File: src/rtl/spi_cmd_pkg.sv
package spi_cmd_pkg;

  // one command word as pushed by the host with the MSB sent first
  typedef struct packed {
    logic       write;  // 1 selects a write frame
    logic [2:0] addr;
    logic [7:0] data;   // don't care on reads
  } spi_cmd_t;

  typedef enum logic [3:0] {
    IDLE     = 4'd0,
    LOAD     = 4'd1,
    W_DATA   = 4'd2,
    W_FINISH = 4'd3,
    R_ADDR   = 4'd4,
    R_DELAY  = 4'd5,
    R_DATA   = 4'd6,
    R_FINISH = 4'd7
  } spi_state_e;

  localparam int CMD_WIDTH   = 12;   // bits in a write frame
  localparam int ADDR_BITS   = 4;    // flag plus address on a read
  localparam int READ_WIDTH  = 8;
  localparam int SCLK_HALF   = 4;    // clk cycles per sclk half period
  localparam int TURN_DELAY  = 100;  // cs high cycles between read frames
  localparam int QUEUE_DEPTH = 8;

  // counter widths derived from the figures above
  localparam int QUEUE_AW = $clog2(QUEUE_DEPTH);
  localparam int HALF_W   = $clog2(SCLK_HALF);
  localparam int CNT_W    = $clog2(CMD_WIDTH + 1);
  localparam int DLY_W    = $clog2(TURN_DELAY);

  localparam logic [HALF_W-1:0] HALF_LAST = HALF_W'(SCLK_HALF - 1);
  localparam logic [DLY_W-1:0]  DLY_LAST  = DLY_W'(TURN_DELAY - 1);

  // rise counts that close each kind of cs low window
  localparam logic [CNT_W-1:0] CMD_CNT  = CNT_W'(CMD_WIDTH);
  localparam logic [CNT_W-1:0] ADDR_CNT = CNT_W'(ADDR_BITS);
  localparam logic [CNT_W-1:0] READ_CNT = CNT_W'(READ_WIDTH);

endpackage

File: src/rtl/spi_cmd_queue.sv
`timescale 1ns/1ps

module spi_cmd_queue (
  input  logic                  clk,
  input  logic                  rst_n,
  input  spi_cmd_pkg::spi_cmd_t cmd_in,
  input  logic                  cmd_vld,
  input  logic                  pop,
  output logic                  cmd_rdy,
  output spi_cmd_pkg::spi_cmd_t head,
  output logic                  head_vld
);

  spi_cmd_pkg::spi_cmd_t               mem [spi_cmd_pkg::QUEUE_DEPTH];
  logic [spi_cmd_pkg::QUEUE_AW-1:0]    wr_ptr;
  logic [spi_cmd_pkg::QUEUE_AW-1:0]    rd_ptr;
  logic [spi_cmd_pkg::QUEUE_AW:0]      count;
  logic                                push;
  logic                                take;

  // depth is a power of two, so the top count bit alone means full
  assign cmd_rdy  = ~count[spi_cmd_pkg::QUEUE_AW];
  assign head_vld = |count;
  assign head     = mem[rd_ptr];

  assign push = cmd_vld & cmd_rdy;
  assign take = pop & head_vld;

  always_ff @(posedge clk)
  begin
    if (push)
      mem[wr_ptr] <= cmd_in;
  end

  always_ff @(posedge clk or negedge rst_n)
  begin
    if (!rst_n)
    begin
      wr_ptr <= '0;
      rd_ptr <= '0;
    end
    else
    begin
      if (push)
        wr_ptr <= wr_ptr + 1'b1;  // wraps at the buffer end
      if (take)
        rd_ptr <= rd_ptr + 1'b1;
    end
  end

  always_ff @(posedge clk or negedge rst_n)
  begin
    if (!rst_n)
      count <= '0;
    else
    begin
      case ({push, take})
        2'b10:   count <= count + 1'b1;
        2'b01:   count <= count - 1'b1;
        default: count <= count;  // both or neither leave occupancy alone
      endcase
    end
  end

endmodule

File: src/rtl/spi_cmd_top.sv
`timescale 1ns/1ps

module spi_cmd_top (
  input  logic                                clk,
  input  logic                                rst_n,
  input  spi_cmd_pkg::spi_cmd_t               cmd_in,
  input  logic                                cmd_vld,
  input  logic                                miso,
  output logic                                cmd_rdy,
  output logic                                sclk,
  output logic                                cs,
  output logic                                mosi,
  output logic                                read_vld,
  output logic [spi_cmd_pkg::READ_WIDTH-1:0]  read_data
);

  spi_cmd_pkg::spi_cmd_t head;
  logic                  head_vld;
  logic                  pop;
  logic                  run;
  logic                  sclk_rise;
  logic                  sclk_fall;

  spi_cmd_queue queue_i (
    .clk      (clk),
    .rst_n    (rst_n),
    .cmd_in   (cmd_in),
    .cmd_vld  (cmd_vld),
    .pop      (pop),
    .cmd_rdy  (cmd_rdy),
    .head     (head),
    .head_vld (head_vld)
  );

  spi_sclk_gen sclk_gen_i (
    .clk       (clk),
    .rst_n     (rst_n),
    .run       (run),
    .sclk      (sclk),
    .sclk_rise (sclk_rise),
    .sclk_fall (sclk_fall)
  );

  spi_frame_fsm frame_fsm_i (
    .clk       (clk),
    .rst_n     (rst_n),
    .head      (head),
    .head_vld  (head_vld),
    .sclk_rise (sclk_rise),
    .sclk_fall (sclk_fall),
    .miso      (miso),
    .pop       (pop),
    .run       (run),
    .cs        (cs),
    .mosi      (mosi),
    .read_vld  (read_vld),
    .read_data (read_data)
  );

endmodule

File: src/rtl/spi_frame_fsm.sv
`timescale 1ns/1ps

module spi_frame_fsm (
  input  logic                                clk,
  input  logic                                rst_n,
  input  spi_cmd_pkg::spi_cmd_t               head,
  input  logic                                head_vld,
  input  logic                                sclk_rise,
  input  logic                                sclk_fall,
  input  logic                                miso,
  output logic                                pop,
  output logic                                run,
  output logic                                cs,
  output logic                                mosi,
  output logic                                read_vld,
  output logic [spi_cmd_pkg::READ_WIDTH-1:0]  read_data
);

  spi_cmd_pkg::spi_state_e                state;
  spi_cmd_pkg::spi_state_e                state_nxt;
  spi_cmd_pkg::spi_cmd_t                  cmd_reg;
  logic [spi_cmd_pkg::CMD_WIDTH-1:0]      tx_sr;
  logic [spi_cmd_pkg::READ_WIDTH-1:0]     rx_sr;
  logic [spi_cmd_pkg::CNT_W-1:0]          bit_cnt;
  logic [spi_cmd_pkg::DLY_W-1:0]          dly_cnt;

  assign pop = (state == spi_cmd_pkg::IDLE) & head_vld;

  // the clock runs exactly while one of the three shifting windows is open
  assign run = (state == spi_cmd_pkg::W_DATA) |
               (state == spi_cmd_pkg::R_ADDR) |
               (state == spi_cmd_pkg::R_DATA);
  assign cs  = ~run;

  assign mosi      = tx_sr[spi_cmd_pkg::CMD_WIDTH-1];
  assign read_vld  = (state == spi_cmd_pkg::R_FINISH);
  assign read_data = rx_sr;

  always_ff @(posedge clk or negedge rst_n)
  begin
    if (!rst_n)
      state <= spi_cmd_pkg::IDLE;
    else
      state <= state_nxt;
  end

  // Every window closes on the falling sclk edge after its last rise,
  // which drops cs together with sclk and keeps whole sclk periods.
  always_comb
  begin
    state_nxt = state;
    case (state)
      spi_cmd_pkg::IDLE:
        if (head_vld)
          state_nxt = spi_cmd_pkg::LOAD;
      spi_cmd_pkg::LOAD:
        if (cmd_reg.write)
          state_nxt = spi_cmd_pkg::W_DATA;
        else
          state_nxt = spi_cmd_pkg::R_ADDR;
      spi_cmd_pkg::W_DATA:
        if (sclk_fall && bit_cnt == spi_cmd_pkg::CMD_CNT)
          state_nxt = spi_cmd_pkg::W_FINISH;
      spi_cmd_pkg::W_FINISH:
        state_nxt = spi_cmd_pkg::IDLE;
      spi_cmd_pkg::R_ADDR:
        if (sclk_fall && bit_cnt == spi_cmd_pkg::ADDR_CNT)
          state_nxt = spi_cmd_pkg::R_DELAY;
      spi_cmd_pkg::R_DELAY:
        if (dly_cnt == spi_cmd_pkg::DLY_LAST)
          state_nxt = spi_cmd_pkg::R_DATA;
      spi_cmd_pkg::R_DATA:
        if (sclk_fall && bit_cnt == spi_cmd_pkg::READ_CNT)
          state_nxt = spi_cmd_pkg::R_FINISH;
      spi_cmd_pkg::R_FINISH:
        state_nxt = spi_cmd_pkg::IDLE;
      default:
        state_nxt = spi_cmd_pkg::IDLE;
    endcase
  end

  always_ff @(posedge clk)
  begin
    if (pop)
      cmd_reg <= head;  // the queue moves on at this edge
  end

  // mosi is the top bit of tx_sr and rests low between frames
  always_ff @(posedge clk or negedge rst_n)
  begin
    if (!rst_n)
      tx_sr <= '0;
    else if (state == spi_cmd_pkg::LOAD)
    begin
      if (cmd_reg.write)
        tx_sr <= cmd_reg;
      else
        tx_sr <= {cmd_reg.write, cmd_reg.addr, {$bits(cmd_reg.data){1'b0}}};
    end
    else if (run && sclk_fall)
      tx_sr <= {tx_sr[spi_cmd_pkg::CMD_WIDTH-2:0], 1'b0};  // zeros trail each frame
  end

  always_ff @(posedge clk or negedge rst_n)
  begin
    if (!rst_n)
      bit_cnt <= '0;
    else if (!run)
      bit_cnt <= '0;  // fresh count for each cs low window
    else if (sclk_rise)
      bit_cnt <= bit_cnt + 1'b1;
  end

  always_ff @(posedge clk or negedge rst_n)
  begin
    if (!rst_n)
      dly_cnt <= '0;
    else if (state == spi_cmd_pkg::R_DELAY)
      dly_cnt <= dly_cnt + 1'b1;
    else
      dly_cnt <= '0;
  end

  always_ff @(posedge clk)
  begin
    if (state == spi_cmd_pkg::R_DATA && sclk_rise)
      rx_sr <= {rx_sr[spi_cmd_pkg::READ_WIDTH-2:0], miso};  // sampled as sclk rises
  end

endmodule

File: src/rtl/spi_sclk_gen.sv
`timescale 1ns/1ps

// The strobes are high in the cycle that ends with the sclk toggle, so
// logic acting on them updates on the same clk edge that moves sclk.
module spi_sclk_gen (
  input  logic clk,
  input  logic rst_n,
  input  logic run,
  output logic sclk,
  output logic sclk_rise,
  output logic sclk_fall
);

  logic [spi_cmd_pkg::HALF_W-1:0] half_cnt;
  logic                           half_end;

  assign half_end  = run & (half_cnt == spi_cmd_pkg::HALF_LAST);
  assign sclk_rise = half_end & ~sclk;
  assign sclk_fall = half_end & sclk;

  always_ff @(posedge clk or negedge rst_n)
  begin
    if (!rst_n)
    begin
      half_cnt <= '0;
      sclk     <= 1'b0;
    end
    else if (!run)
    begin
      half_cnt <= '0;  // sclk idles low between frames in mode 0
      sclk     <= 1'b0;
    end
    else if (half_end)
    begin
      half_cnt <= '0;
      sclk     <= ~sclk;
    end
    else
      half_cnt <= half_cnt + 1'b1;
  end

endmodule

File: config.mk
export PLATFORM = sky130hd
export DESIGN_NAME = spi_cmd_top
export DESIGN_NICKNAME = d
export VERILOG_FILES = /design/src/rtl/spi_cmd_pkg.sv /design/src/rtl/spi_cmd_queue.sv /design/src/rtl/spi_cmd_top.sv /design/src/rtl/spi_frame_fsm.sv /design/src/rtl/spi_sclk_gen.sv
export SDC_FILE = /design/constraint.sdc
export NUM_CORES = 1
export LEC_CHECK = 0
export BUFFER_PORTS_ARGS = -buffer_cell sky130_fd_sc_hd__clkbuf_2
export CAP_MARGIN = 5
export CORE_MARGIN = 8
export CORE_UTILIZATION = 35
export CTS_CLUSTER_DIAMETER = 120
export DETAILED_ROUTE_END_ITERATION = 16
export HOLD_SLACK_MARGIN = 0.12
export PLACE_DENSITY = 0.52
export REMOVE_ABC_BUFFERS = 1
export SYNTH_ARGS = -nofsm -noshare
export SYNTH_HDL_FRONTEND = slang
export SYNTH_HIERARCHICAL = 1
export SYNTH_SLANG_ARGS = --single-unit
File: constraint.sdc
create_clock -name clk -period 10.9 [get_ports clk]
set_input_delay 2.18 -clock clk [delete_from_list [all_inputs] [get_ports clk]]
set_output_delay 2.18 -clock clk [all_outputs]
set_load 0.05 [all_outputs]
Word level (Yosys, flattened, before mapping):

Memories as Yosys holds them, arrays and structs flattened. A register that Yosys moved wholly into a read port is not among the register bits.
Index checks and enable logic that the tools add are counted.

* $add $sub $neg: 7
* eq/ne operators: 20
* muxes and demuxes: 20
* bitwise gates (word level): 11
* reduce and logical (&&, ||, !) cells: 10

Operators by type and width (count)
* $mux W12: 3
* $mux W4: 7
* $pmux W4 S6: 1
* $eq A4 B3 Y1 const B: 5
* $add A4 B1 Y4 const B: 2
* $eq A4 B4 Y1 const B: 2
* $ne A2 B1 Y1 const B: 4
* $pmux W4 S2: 1
* $add A7 B1 Y7 const B: 1
* $eq A7 B7 Y1 const B: 1
* $mux W7: 1
* $add A3 B1 Y3 const B: 2
* $and A1 B1 Y1: 6
* $ne A2 B2 Y1 const B: 3
* $logic_and A1 B1 Y1: 5
* $reduce_and A5 Y1: 1
* $eq A2 B2 Y1 const B: 2
* $eq A4 B1 Y1 const B: 1
* $eq A4 B2 Y1 const B: 1
* $logic_not A4 Y1: 1
* $mux W1: 4
* $mux W2: 2
* $reduce_bool A2 Y1: 2
* $reduce_or A4 Y1: 1
* 6 further kinds: 9

* flip-flop bits (word level): 48
* memory bits (writable): 96
* input bits: 16
* logic and storage cells: 79
* memories: 1

Memory list
* queue_i.mem: depth 8, bits a word 12, read ports 1, clocked after memory_dff 1, write ports 1, line spi_cmd_queue.sv:14 `spi_cmd_pkg::spi_cmd_t mem [spi_cmd_pkg::QUEUE_DEPTH];`

Logic depth before layout (Yosys ltp):

* word-level depth: 8
* depth in mapped cells: 12
* gate-level depth less buffers: 12

Cells and area by module:

The synthesis kept the hierarchy.

Modules (own cells, without submodules)
* spi_cmd_queue: times used 1, cells an instance 196, area each 4254.1 um2
* spi_frame_fsm: times used 1, cells an instance 148, area each 2019.4 um2
* spi_sclk_gen: times used 1, cells an instance 11, area each 135.1 um2

Worst setup path after synthesis:

OpenSTA, ideal clock, no wires.

* path kind: input-to-reg
* from: input port cmd_vld
* to: memory queue_i/mem[1][0] in the netlist's numbering, enable pin
* arrival: 3.529 ns
* data required time: 10.504 ns
* slack: 6.975 ns
* stages: 3
* cells stage by stage: nor2b_1 -> nand2_1 -> nor3_1

* longest elaborated chain between the ends: 3

RTL lines
* start: declaration: line spi_cmd_top.sv:7 `input logic cmd_vld,`
* $and A1 B1 Y1: line spi_cmd_queue.sv:26 `assign push = cmd_vld & cmd_rdy;`
* $mux W1: line spi_cmd_queue.sv:31 `if (push)`
* $mux W1 (implied by the code): line spi_cmd_queue.sv:32 `mem[wr_ptr] <= cmd_in;`
* end: declaration: line spi_cmd_queue.sv:14

Every way passes these cells.

Worst setup path in the final report:

* from: input port cmd_vld
* to: memory queue_i/mem[7][2] in the netlist's numbering, enable pin

Same word-level chain as after synthesis.

==> impl_metrics.toml <==
[run_status]
status = "finished, final reports clean"

[route]
routed_wl_um = 11600
first_pass_iters = 5
first_iter_violations = 177
drc_errors = 0
via_count = 3045
post_drt_wl_per_cell_um = 18.3
postRouteAntennaNets = 0
vias_per_cell = 4.81

[timing]
rsz0062_at_grt = "no"
layout_min_cycle_time_ns = 3.84
tns_ns = 0
whs_ns = 0.444
skew_ns = 0.00802
slew_headroom_pct = 21.3
worst_slew_pin_slew_ns = 1.18
finalHoldViolations = 0
fin_crit_sh_pct = 35.2
fin_ws_ns = 7.06
drv_slew = 0
fmaxAchievable_mhz = 260
setup_viol = 0

[yosys]
ys_seq_area_share_pct = 69.6
synthesis.area_um2 = 6410
synth.area.top_cells = "edfxtp_1 54%, dfrtp_1 15%, mux4_1 8.6%, mux2_2 3.7%, ha_1 1.8%"
ys_top_cells_by_count = "116 x edfxtp_1, 39 x dfrtp_1, 21 x mux2_2, 21 x mux4_1, 17 x nor2_1"
synth_top_flop_cell = "edfxtp_1"
synthDistinctLibCells = 44
synth_top_area_cell = "edfxtp_1"
synth_most_common_cell = "edfxtp_1"
synthCells = 355
yosysTopAreaCellShare_pct = 54.4
avgSynthCellArea_um2 = 18.1
synthArstFlopShare_pct = 25.2
synth_edf_count = 116
synth_seq_cells = 155
ys_warn_count = 6

[floorplanning]
io-pin-count = 29
dieArea_um2 = 22900
die_height_um = 151
start_util_pct = 35.7
rows = 49
die_w_um = 151
core_area_um2 = 18000

[final_layout]
antenna_cells = 0
multi_input_area_um2 = 1820
stdcell_count = 633
layout-drive-gt1-share_pct = 24.5
design_area_um2 = 7340
finalCoreUtilization_pct = 40.8
sequential_cell_area_um2 = 4460
fin_nets = 416
fillers = 1620
largest_register_ffs = 96
syn_to_final_growth_pct = 14.5

[placement]
port-buffer-count = 28
dpl.cell_count = 601
place_congestion = 0.697
post_dp_cell_area_um2 = 6770
hpwl_um = 7580
pre_cts_slack_ns = 6.57

[critical_path]
cp_max_fo = 12
endpoint_kind = "register"
path_class = "in -> reg"
cp_data_required_time_ns = 10.93
start_kind = "primary input"
r2r_start = "queue_i/count[1]"
setup.worst_path.start = "cmd_vld"
cp.arrival_ns = 3.88

[cts]
cts.path.max_buffers = 2
cts_resized = 0
cts_setup_buffers = 0
clkLatencyLatePin_ns = 0.42
holdBufCountCts = 0
cts_root_buf = "clkbuf_16"
numCtsBuffers = 17
cts.sinks = 155
cts.clk_slew.worst_paths_ns = 0.06
htreeDepth = 4
cts_tree = "yes"

[pwr]
total_power_mw = 1.81
power.density_nw_per_um2 = 247
vdd_drop_max_uv = 188
leakage_nw = 2.67

[global_routing]
grt_pass1_vias = 3139
grt.total_usage_pct = 10.9
grt_max_degree = 40
grt_pass1_wl_um = 18100
antenna_found_initial = 0
grt-ovfl-total = 0

[worst_hold_path]
worstHoldStart = "sclk_gen_i/half_cnt[0]"
hold_class = "reg -> reg"

[job]
cap_violations = 0
where the power goes:
group,switching (mW),internal [mW]
clock network,0.239,0.318
registers,0.0893,0.744
logic,0.207,0.212
total,0.536,1.27
final timing paths:
check / endpoint / slack, ns / cells past startpoint
worst max-delay path: queue_i/mem[7][2] / 7.06 / 4
worst min-delay path: sclk_gen_i/half_cnt[0] / 0.44 / 1
worst max register to register: queue_i/count[2] / 8.17 / 13
worst min register to register: sclk_gen_i/half_cnt[0] / 0.44 / 1
max in group asynchronous: frame_fsm_i/tx_sr[11] / 8.36 / 1
min in group asynchronous: queue_i/rd_ptr[2] / 1.92 / 1
cell type report:
cell class	instances	share of cell area (%)
Tap cell	229	3.91
Sequential cell	155	60.8
Clock buffer	17	5.80
Clock inverter	15	1.91
Inverter	13	0.699
Multi-Input combinational cell	174	24.8
Timing Repair Buffer	30	2.11
layout by cell type, fill, tap and decap left out, types with 2 or more instances in the layout:
cell        netlist  routed
inv_6             0       2
a21oi_1           5       5
a41oi_1           2       2
or3_1             2       2
ha_1              9       9
clkbuf_16         0      17
nand3_1           7       7
nor3_2            0       2
nor2_1           17      17
nor2b_1           4       4
edfxtp_1        116     116
mux2_4            6       6
inv_8             0       3
clkbuf_2          1      28
clkinv_1          0       2
and2_1            4       4
clkinv_4          0       3
mux2_2           21      21
clkinv_2          0       2
nand2_1          16      16
inv_1            12      12
nand2b_1          4       4
o21ai_0           5       5
xor2_1            9       9
xnor2_1           7       7
a21o_1            2       2
clkinvlp_4        0       2
mux4_2            3       3
buf_4             2       2
dfrtp_1          39      39
mux4_1           21      21
mux2i_1          11      11
worst max-delay path: stages:
cell,delay [ns]
clkbuf_2,0.07
nor2b_1,0.45
nand2_1,0.23
nor2_1,0.94
cell families (layout without fill, tap and decap cells):
logic type	count (synthesis)	count (layout)	share of synthesized area, %
compound gates	19	19	2.07
xor+xnor	16	16	2.19
fa+ha+maj	9	9	1.76
buf+inv	26	75	2.28
flops	155	155	69.6
mux	62	62	16.5
simple gates	68	68	5.64
per-layer routing:
metal / vias up / track usage [%] / part of all wire [%]
li1: 1452 / - / -
met1: 1522 / 13.9 / 46
met2: 61 / 16.9 / 48
met3: 10 / 3.70 / 4.4
met4: 0 / 4.01 / 1.1
met5: - / 0 / 0
(Power assumes the default switching activity.)
